==> src/logic/isa_pkg.sv <==
package isa_pkg;

    // Field widths of the 32-bit instruction word.
    localparam int WORD_W = 32;
    localparam int OP_W   = 6;
    localparam int FN_W   = 6;
    localparam int REG_W  = 5;
    localparam int IMM_W  = 16;
    localparam int TGT_W  = 26;

    localparam int NUM_REGS = 2 ** REG_W;

    typedef logic [WORD_W-1:0] word_t;
    typedef logic [IMM_W-1:0]  imm16_t;
    typedef logic [TGT_W-1:0]  target26_t;
    typedef logic [REG_W-1:0]  reg_idx_t;

    // Primary opcodes in ir[31:26].
    localparam logic [OP_W-1:0] OP_SPECIAL = 6'b000000;
    localparam logic [OP_W-1:0] OP_REGIMM  = 6'b000001;
    localparam logic [OP_W-1:0] OP_J       = 6'b000010;
    localparam logic [OP_W-1:0] OP_JAL     = 6'b000011;
    localparam logic [OP_W-1:0] OP_BEQ     = 6'b000100;
    localparam logic [OP_W-1:0] OP_BNE     = 6'b000101;
    localparam logic [OP_W-1:0] OP_BLEZ    = 6'b000110;
    localparam logic [OP_W-1:0] OP_BGTZ    = 6'b000111;

    // SPECIAL funct codes in ir[5:0].
    localparam logic [FN_W-1:0] FN_JR   = 6'b001000;
    localparam logic [FN_W-1:0] FN_JALR = 6'b001001;

    // REGIMM sub-opcodes carried in the rt field.
    localparam logic [REG_W-1:0] RT_BLTZ   = 5'b00000;
    localparam logic [REG_W-1:0] RT_BGEZ   = 5'b00001;
    localparam logic [REG_W-1:0] RT_BLTZAL = 5'b10000;
    localparam logic [REG_W-1:0] RT_BGEZAL = 5'b10001;

endpackage
==> src/logic/core_pkg.sv <==
package core_pkg;

    // Two-phase sequencing with one instruction in flight.
    typedef enum logic {
        PH_FETCH,
        PH_EXEC
    } phase_t;

    localparam isa_pkg::word_t RESET_PC = 32'h0000_0000;

    // Return address register for JAL and the linking branches.
    localparam isa_pkg::reg_idx_t LINK_REG = 5'd31;

    localparam isa_pkg::word_t PC_STEP = 32'd4;

endpackage

==> src/logic/flow_top.sv <==
`timescale 1ns/1ps

module flow_top (
    input  logic              clk,
    input  logic              rst_n,
    input  isa_pkg::word_t    instr,
    input  logic              stall,
    input  logic              ext_we,
    input  isa_pkg::reg_idx_t ext_addr,
    input  isa_pkg::word_t    ext_data,
    output isa_pkg::word_t    pc,
    output logic              retire,
    output logic              link_we,
    output isa_pkg::reg_idx_t link_addr,
    output isa_pkg::word_t    link_data
);

    isa_pkg::word_t     ir;
    isa_pkg::word_t     next_pc_val;
    isa_pkg::word_t     rs_val;
    isa_pkg::word_t     rt_val;
    isa_pkg::reg_idx_t  rs_idx;
    isa_pkg::reg_idx_t  rt_idx;
    isa_pkg::reg_idx_t  rd_idx;
    isa_pkg::imm16_t    imm;
    isa_pkg::target26_t target;
    logic               exec;
    logic               is_j;
    logic               is_jal;
    logic               is_jr;
    logic               is_jalr;
    logic               is_beq;
    logic               is_bne;
    logic               is_blez;
    logic               is_bgtz;
    logic               is_bltz;
    logic               is_bgez;
    logic               is_bltzal;
    logic               is_bgezal;

    assign retire = exec;

    pc_sequencer u_seq (
        .clk         (clk),
        .rst_n       (rst_n),
        .stall       (stall),
        .instr       (instr),
        .next_pc_val (next_pc_val),
        .pc          (pc),
        .ir          (ir),
        .exec        (exec)
    );

    branch_decoder u_dec (
        .ir        (ir),
        .is_j      (is_j),      .is_jal    (is_jal),
        .is_jr     (is_jr),     .is_jalr   (is_jalr),
        .is_beq    (is_beq),    .is_bne    (is_bne),
        .is_blez   (is_blez),   .is_bgtz   (is_bgtz),
        .is_bltz   (is_bltz),   .is_bgez   (is_bgez),
        .is_bltzal (is_bltzal), .is_bgezal (is_bgezal),
        .rs_idx    (rs_idx),
        .rt_idx    (rt_idx),
        .rd_idx    (rd_idx),
        .imm       (imm),
        .target    (target)
    );

    reg_file u_rf (
        .clk       (clk),       .rst_n     (rst_n),
        .rs_idx    (rs_idx),    .rt_idx    (rt_idx),
        .rs_val    (rs_val),    .rt_val    (rt_val),
        .link_we   (link_we),   .link_addr (link_addr), .link_data (link_data),
        .ext_we    (ext_we),    .ext_addr  (ext_addr),  .ext_data  (ext_data)
    );

    next_pc u_npc (
        .pc          (pc),        .exec      (exec),
        .is_j        (is_j),      .is_jal    (is_jal),
        .is_jr       (is_jr),     .is_jalr   (is_jalr),
        .is_beq      (is_beq),    .is_bne    (is_bne),
        .is_blez     (is_blez),   .is_bgtz   (is_bgtz),
        .is_bltz     (is_bltz),   .is_bgez   (is_bgez),
        .is_bltzal   (is_bltzal), .is_bgezal (is_bgezal),
        .rd_idx      (rd_idx),    .imm       (imm),       .target (target),
        .rs_val      (rs_val),    .rt_val    (rt_val),
        .next_pc_val (next_pc_val),
        .link_we     (link_we),
        .link_addr   (link_addr),
        .link_data   (link_data)
    );

endmodule

==> src/logic/pc_sequencer.sv <==
`timescale 1ns/1ps

module pc_sequencer (
    input  logic           clk,
    input  logic           rst_n,
    input  logic           stall,
    input  isa_pkg::word_t instr,
    input  isa_pkg::word_t next_pc_val,
    output isa_pkg::word_t pc,
    output isa_pkg::word_t ir,
    output logic           exec
);

    core_pkg::phase_t phase;
    logic             fetch_go;

    // A stalled fetch simply repeats.
    assign fetch_go = (phase == core_pkg::PH_FETCH) && !stall;

    always_ff @(posedge clk or negedge rst_n) begin
        if (!rst_n) begin
            phase <= core_pkg::PH_FETCH;
            pc    <= core_pkg::RESET_PC;
        end else begin
            case (phase)
                core_pkg::PH_FETCH: begin
                    if (!stall) begin
                        phase <= core_pkg::PH_EXEC;
                    end
                end
                core_pkg::PH_EXEC: begin
                    // EXEC always completes and ignores stall.
                    pc    <= next_pc_val;
                    phase <= core_pkg::PH_FETCH;
                end
                default: phase <= core_pkg::PH_FETCH;
            endcase
        end
    end

    always_ff @(posedge clk) begin
        if (fetch_go) begin
            ir <= instr;  // Held through EXEC.
        end
    end

    assign exec = (phase == core_pkg::PH_EXEC);

endmodule

==> src/logic/next_pc.sv <==
`timescale 1ns/1ps

module next_pc (
    input  isa_pkg::word_t     pc,
    input  logic               exec,
    input  logic               is_j,
    input  logic               is_jal,
    input  logic               is_jr,
    input  logic               is_jalr,
    input  logic               is_beq,
    input  logic               is_bne,
    input  logic               is_blez,
    input  logic               is_bgtz,
    input  logic               is_bltz,
    input  logic               is_bgez,
    input  logic               is_bltzal,
    input  logic               is_bgezal,
    input  isa_pkg::reg_idx_t  rd_idx,
    input  isa_pkg::imm16_t    imm,
    input  isa_pkg::target26_t target,
    input  isa_pkg::word_t     rs_val,
    input  isa_pkg::word_t     rt_val,
    output isa_pkg::word_t     next_pc_val,
    output logic               link_we,
    output isa_pkg::reg_idx_t  link_addr,
    output isa_pkg::word_t     link_data
);

    isa_pkg::word_t pc4;
    isa_pkg::word_t imm_ext;
    isa_pkg::word_t br_target;
    isa_pkg::word_t j_target;
    logic           rs_neg;
    logic           rs_zero;
    logic           rs_eq_rt;
    logic           taken;
    logic           link_req;

    assign pc4 = pc + core_pkg::PC_STEP;

    assign imm_ext = {{(isa_pkg::WORD_W - isa_pkg::IMM_W){imm[isa_pkg::IMM_W-1]}}, imm};

    // Branch offset counts words from the following instruction.
    assign br_target = pc4 + (imm_ext << 2);

    // Region jump keeps the top nibble of pc4.
    assign j_target = {pc4[31:28], target, 2'b00};

    // Signed tests only need the sign bit and a zero flag.
    assign rs_neg   = rs_val[isa_pkg::WORD_W-1];
    assign rs_zero  = (rs_val == '0);
    assign rs_eq_rt = (rs_val == rt_val);

    assign taken = (is_beq & rs_eq_rt)
                 | (is_bne & ~rs_eq_rt)
                 | (is_blez & (rs_neg | rs_zero))
                 | (is_bgtz & ~rs_neg & ~rs_zero)
                 | ((is_bltz | is_bltzal) & rs_neg)
                 | ((is_bgez | is_bgezal) & ~rs_neg);

    always_comb begin
        if (is_jr || is_jalr) begin
            next_pc_val = rs_val;
        end else if (is_j || is_jal) begin
            next_pc_val = j_target;
        end else if (taken) begin
            next_pc_val = br_target;
        end else begin
            next_pc_val = pc4;  // Fall through.
        end
    end

    // Linking branches write r31 taken or not.
    assign link_req  = is_jal | is_jalr | is_bltzal | is_bgezal;
    assign link_addr = is_jalr ? rd_idx : core_pkg::LINK_REG;
    assign link_data = pc4;
    assign link_we   = exec & link_req & (link_addr != '0);

endmodule

==> src/logic/reg_file.sv <==
`timescale 1ns/1ps

module reg_file (
    input  logic              clk,
    input  logic              rst_n,
    input  isa_pkg::reg_idx_t rs_idx,
    input  isa_pkg::reg_idx_t rt_idx,
    output isa_pkg::word_t    rs_val,
    output isa_pkg::word_t    rt_val,
    input  logic              link_we,
    input  isa_pkg::reg_idx_t link_addr,
    input  isa_pkg::word_t    link_data,
    input  logic              ext_we,
    input  isa_pkg::reg_idx_t ext_addr,
    input  isa_pkg::word_t    ext_data
);

    isa_pkg::word_t    regs [isa_pkg::NUM_REGS];
    logic              wr_en;
    isa_pkg::reg_idx_t wr_addr;
    isa_pkg::word_t    wr_data;

    // One write port. The link write wins over the external one.
    always_comb begin
        if (link_we) begin
            wr_en   = 1'b1;
            wr_addr = link_addr;
            wr_data = link_data;
        end else begin
            wr_en   = ext_we;
            wr_addr = ext_addr;
            wr_data = ext_data;
        end
    end

    always_ff @(posedge clk or negedge rst_n) begin
        if (!rst_n) begin
            for (int i = 0; i < isa_pkg::NUM_REGS; i++) begin
                regs[i] <= '0;
            end
        end else if (wr_en && wr_addr != '0) begin
            regs[wr_addr] <= wr_data;
        end
    end

    assign rs_val = (rs_idx == '0) ? '0 : regs[rs_idx];  // r0 is hardwired.
    assign rt_val = (rt_idx == '0) ? '0 : regs[rt_idx];

endmodule

==> src/logic/branch_decoder.sv <==
`timescale 1ns/1ps

module branch_decoder (
    input  isa_pkg::word_t     ir,
    output logic               is_j,
    output logic               is_jal,
    output logic               is_jr,
    output logic               is_jalr,
    output logic               is_beq,
    output logic               is_bne,
    output logic               is_blez,
    output logic               is_bgtz,
    output logic               is_bltz,
    output logic               is_bgez,
    output logic               is_bltzal,
    output logic               is_bgezal,
    output isa_pkg::reg_idx_t  rs_idx,
    output isa_pkg::reg_idx_t  rt_idx,
    output isa_pkg::reg_idx_t  rd_idx,
    output isa_pkg::imm16_t    imm,
    output isa_pkg::target26_t target
);

    logic [isa_pkg::OP_W-1:0] opcode;
    logic [isa_pkg::FN_W-1:0] funct;

    assign opcode = ir[31:26];
    assign funct  = ir[5:0];

    assign rs_idx = ir[25:21];
    assign rt_idx = ir[20:16];
    assign rd_idx = ir[15:11];
    assign imm    = ir[15:0];
    assign target = ir[25:0];

    always_comb begin
        is_j      = 1'b0;
        is_jal    = 1'b0;
        is_jr     = 1'b0;
        is_jalr   = 1'b0;
        is_beq    = 1'b0;
        is_bne    = 1'b0;
        is_blez   = 1'b0;
        is_bgtz   = 1'b0;
        is_bltz   = 1'b0;
        is_bgez   = 1'b0;
        is_bltzal = 1'b0;
        is_bgezal = 1'b0;

        case (opcode)
            isa_pkg::OP_SPECIAL: begin
                // Only the register jumps are of interest here.
                case (funct)
                    isa_pkg::FN_JR:   is_jr   = 1'b1;
                    isa_pkg::FN_JALR: is_jalr = 1'b1;
                    default: ;
                endcase
            end
            isa_pkg::OP_REGIMM: begin
                case (rt_idx)
                    isa_pkg::RT_BLTZ:   is_bltz   = 1'b1;
                    isa_pkg::RT_BGEZ:   is_bgez   = 1'b1;
                    isa_pkg::RT_BLTZAL: is_bltzal = 1'b1;
                    isa_pkg::RT_BGEZAL: is_bgezal = 1'b1;
                    default: ;
                endcase
            end
            isa_pkg::OP_J:    is_j    = 1'b1;
            isa_pkg::OP_JAL:  is_jal  = 1'b1;
            isa_pkg::OP_BEQ:  is_beq  = 1'b1;
            isa_pkg::OP_BNE:  is_bne  = 1'b1;
            isa_pkg::OP_BLEZ: is_blez = 1'b1;
            isa_pkg::OP_BGTZ: is_bgtz = 1'b1;
            default: ;  // Not a control-flow word.
        endcase
    end

endmodule

==> config.mk <==
export PLATFORM = sky130hd
export DESIGN_NAME = flow_top
export DESIGN_NICKNAME = d
export VERILOG_FILES = /design/src/logic/isa_pkg.sv /design/src/logic/core_pkg.sv /design/src/logic/flow_top.sv /design/src/logic/pc_sequencer.sv /design/src/logic/next_pc.sv /design/src/logic/reg_file.sv /design/src/logic/branch_decoder.sv
export SDC_FILE = /design/constraint.sdc
export NUM_CORES = 2
export LEC_CHECK = 0
export ABC_CLOCK_PERIOD_IN_PS = 11950
export BUFFER_PORTS_ARGS = -buffer_cell sky130_fd_sc_hd__buf_2
export CAP_MARGIN = 20
export CORE_MARGIN = 3
export CORE_UTILIZATION = 50
export CTS_CLUSTER_DIAMETER = 100
export DETAILED_ROUTE_END_ITERATION = 6
export PLACE_DENSITY = 0.66
export SETUP_SLACK_MARGIN = 0.05
export SLEW_MARGIN = 20
export SYNTH_ARGS = -nofsm -noshare
export SYNTH_HDL_FRONTEND = slang
export SYNTH_SLANG_ARGS = --single-unit
==> constraint.sdc <==
create_clock -name clk -period 11.95 [get_ports clk]
set_clock_uncertainty 0.1 [all_clocks]
set_input_delay 1.195 -clock clk [delete_from_list [all_inputs] [get_ports clk]]
set_output_delay 1.195 -clock clk [all_outputs]
set_load 0.02 [all_outputs]
==> impl_metrics.toml <==
[setup_path]
crit_required_ns = 12.42
cp.buffers_inverters = 3
setup.worst_path.end_class = "flip-flop"
cp_max_fo = 45
critPathLaunch = "u_seq.ir[23]$_DFFE_PP_"
r2r-start = "u_seq.ir[23]$_DFFE_PP_"
cp.depth = 16
critPathSlowestCell = "xnor2_1"
critPathTopFamily = "simple AND/OR/NAND/NOR gates"
r2r.worst_path.cells = 16
slowest_delay_ns = 0.99
cp_common_cell = "buf_4"
worstPathArrival_ns = 8.19
path_cells = "buf_4, buf_4, nor2b_4, buf_4, nand2_1, o2111ai_1, nand3_1, xnor2_1, nand4_1, nor4_1, nand4_1, a22oi_1, nand2_4, or3_1, nand3_1, o221ai_1"
start_kind = "flip-flop"
worstSetupPathType = "flip-flop to flip-flop"

[floorplan]
coreArea_um2 = 115000
dieHeight_um = 346
ios = 144
row_count = 124
die-width_um = 346
start_util_pct = 50.5
dieArea_um2 = 120000

[layout]
areaGrowthSynthToFinish_pct = 10.4
drive_above_1_share_pct = 24.8
final_common_cell = "dfrtp_1"
final_cell_mix = "dfrtp_1 (1,054), nand2_1 (934), o21ai_0 (875)"
nets = 5080

[clocking]
clk_pin_slew_worst_paths_ns = 0.06
cts_tree = "yes"
clkSinkCount = 1087
clock_path_buffers = 3
cts_made_buffers = 115
h-tree-depth = 3
postCtsSetupBuffers = 0
root_buffer = "clkbuf_16"
cts_resized = 0
clkLatencyLatePin_ns = 0.72
postCtsHoldBufs = 0

[detailed_routing]
vias = 44693
drt_iter0_drc = 5629
drt-vias-per-instance = 6.78
routed_wl_mm = 202
drtAntennaViolNets = 0
first_pass_iters = 6
detail_route.wl_per_cell_um = 30.6
route.detailed.drc = 0

[hold_path]
min_path_type = "flip-flop to flip-flop"
holdPathStages = 0
hp-start = "u_rf.regs[993]$_DFFE_PN0P_"

[global_routing]
grt-ovfl-total = 0
grtUsageTotal_pct = 33.6
first_global_vias = 43499
grt_antenna_before_repair = 9
grt_pass1_wl_mm = 297
grt_max_degree = 177

[sta]
max_freq_ghz = 0.130
relSlewSlack_pct = 18.4
finalSetupViolCount = 0
timing.final.max_slew_violations = 0
fin_crit_ns = 7.72
hold_viol = 0
min_period_over_period_pct = 64.6
tns_ns = 0
holdWs_ns = 0.274
rsz0062_at_grt = "no"
worst_pin_slew_ns = 1.22

[place]
io_buffer_count = 143
hpwl_mm = 116
place.gp.congestion = 0.948

[yosys]
yosys_warnings = 0
yosysSeqAreaShare_pct = 47.2
synth_nets = 5174
synth_cell_type_count = 72
syn_avg_cell_area_um2 = 11.4
synth-async-reset-ratio_pct = 97.1
syn_area_um2 = 57900
synthFlopType = "dfrtp_1"
ys_seq_elements = 1087
synth_edf_count = 32
synthCells = 5070

[flow_run]
drv_cap = 0

[outcome]
status = "complete, no violations"

[power_and_ir_drop]
p_leak_nw = 27.6
peakVddDrop_v = 0.000124
power_density_nw_per_um2 = 178
[power by group]
| group | switching, mW | internal (mW) | leakage, nW |
|---|---|---|---|
| Clock | 1.56 | 2.23 | 2.00 |
| Combinational | 1.38 | 1.26 | 11.7 |
| Sequential | 0.550 | 4.39 | 14.0 |
[synthesized netlist by cell type, types with 8 or more instances]
cell	count	share of area [%]
a22o_1	18	0.27
nor2_1	81	0.52
mux2_2	245	4.8
xnor2_1	65	0.98
clkbuf_1	313	2.0
buf_2	100	0.86
a211oi_1	10	0.13
a21boi_0	9	0.12
nor4_1	9	0.097
and3_1	14	0.15
nand2_1	958	6.2
a21o_1	20	0.26
nor3_1	18	0.16
dfrtp_1	1055	46
a221oi_1	12	0.18
buf_1	35	0.23
nand3_1	43	0.37
buf_4	23	0.30
o31ai_1	8	0.10
o21ai_1	12	0.10
a22oi_1	29	0.38
o22a_1	9	0.14
o22ai_1	55	0.59
o2111ai_1	16	0.24
o221ai_1	14	0.21
xor2_1	19	0.29
mux4_2	480	19
o21ai_0	878	7.6
a211o_1	10	0.15
nand4_1	30	0.32
ha_1	30	0.65
edfxtp_1	32	1.7
inv_1	32	0.21
or2_2	8	0.086
a21oi_1	87	0.75
mux2i_1	165	2.9
nand2b_1	11	0.12
a31oi_1	12	0.13
o211ai_1	26	0.34
[sequential cells by signal (all words and copies together) (netlist names)]
name / count
u_rf.regs: 1022
u_seq.ir: 32
u_seq.pc: 32
u_seq.exec: 1
[through the flow]
step	std cells	utilization, %	power (mW)	cell area, µm²	worst slack, ns
3_5_place_dp	6367	52.2	7.56	59800	4.77
6_report	6590	55.8	11.4	64000	4.23
3_3_place_gp	6364	52.1	7.46	59800	4.80
4_1_cts	6579	55.7	11.3	63800	4.74
5_1_grt	6583	55.8	11.8	64000	4.24
2_1_floorplan	5070	-	6.68	57900	6.97
[worst paths after layout]
kind                            slack [ns]                         end
max in group asynchronous             8.79  u_rf.regs[677]$_DFFE_PN0P_
worst min-delay path                  0.27  u_rf.regs[993]$_DFFE_PN0P_
worst min register to register        0.27  u_rf.regs[993]$_DFFE_PN0P_
worst max register to register        4.23    u_seq.pc[17]$_DFFE_PN0P_
min in group asynchronous             0.44  u_rf.regs[408]$_DFFE_PN0P_
worst max-delay path                  4.23    u_seq.pc[17]$_DFFE_PN0P_
[final cells by class]
cell class                 count  area, µm²
antenna                        7       17.5
clock buffer                 172       3570
clock inverter                40        449
fill                        9538      50700
inverter                      32        123
multi-input combinational   3474      28700
sequential                  1087      27400
tap                         1512       1890
timing repair buffer         266       1810
[cell families after synthesis]
family          Yosys count  share of synthesized area (%)
fa+ha+maj                31                          0.683
compound gates         1258                           12.2
flops                  1087                           47.2
mux                     890                           26.3
xor+xnor                 84                           1.27
buf+inv                 509                           3.74
simple gates           1211                           8.59
[layer usage]
metal  global-route usage [%]  share of wire [%]  vias up
met5                        0              0.022        -
met4                     16.7                5.4        8
met3                     9.51                 13      604
met2                     49.1                 43     2917
met1                     46.3                 38    22699
li1                         -                  -    18465
Note: power is estimated with default switching activity, not from simulation.
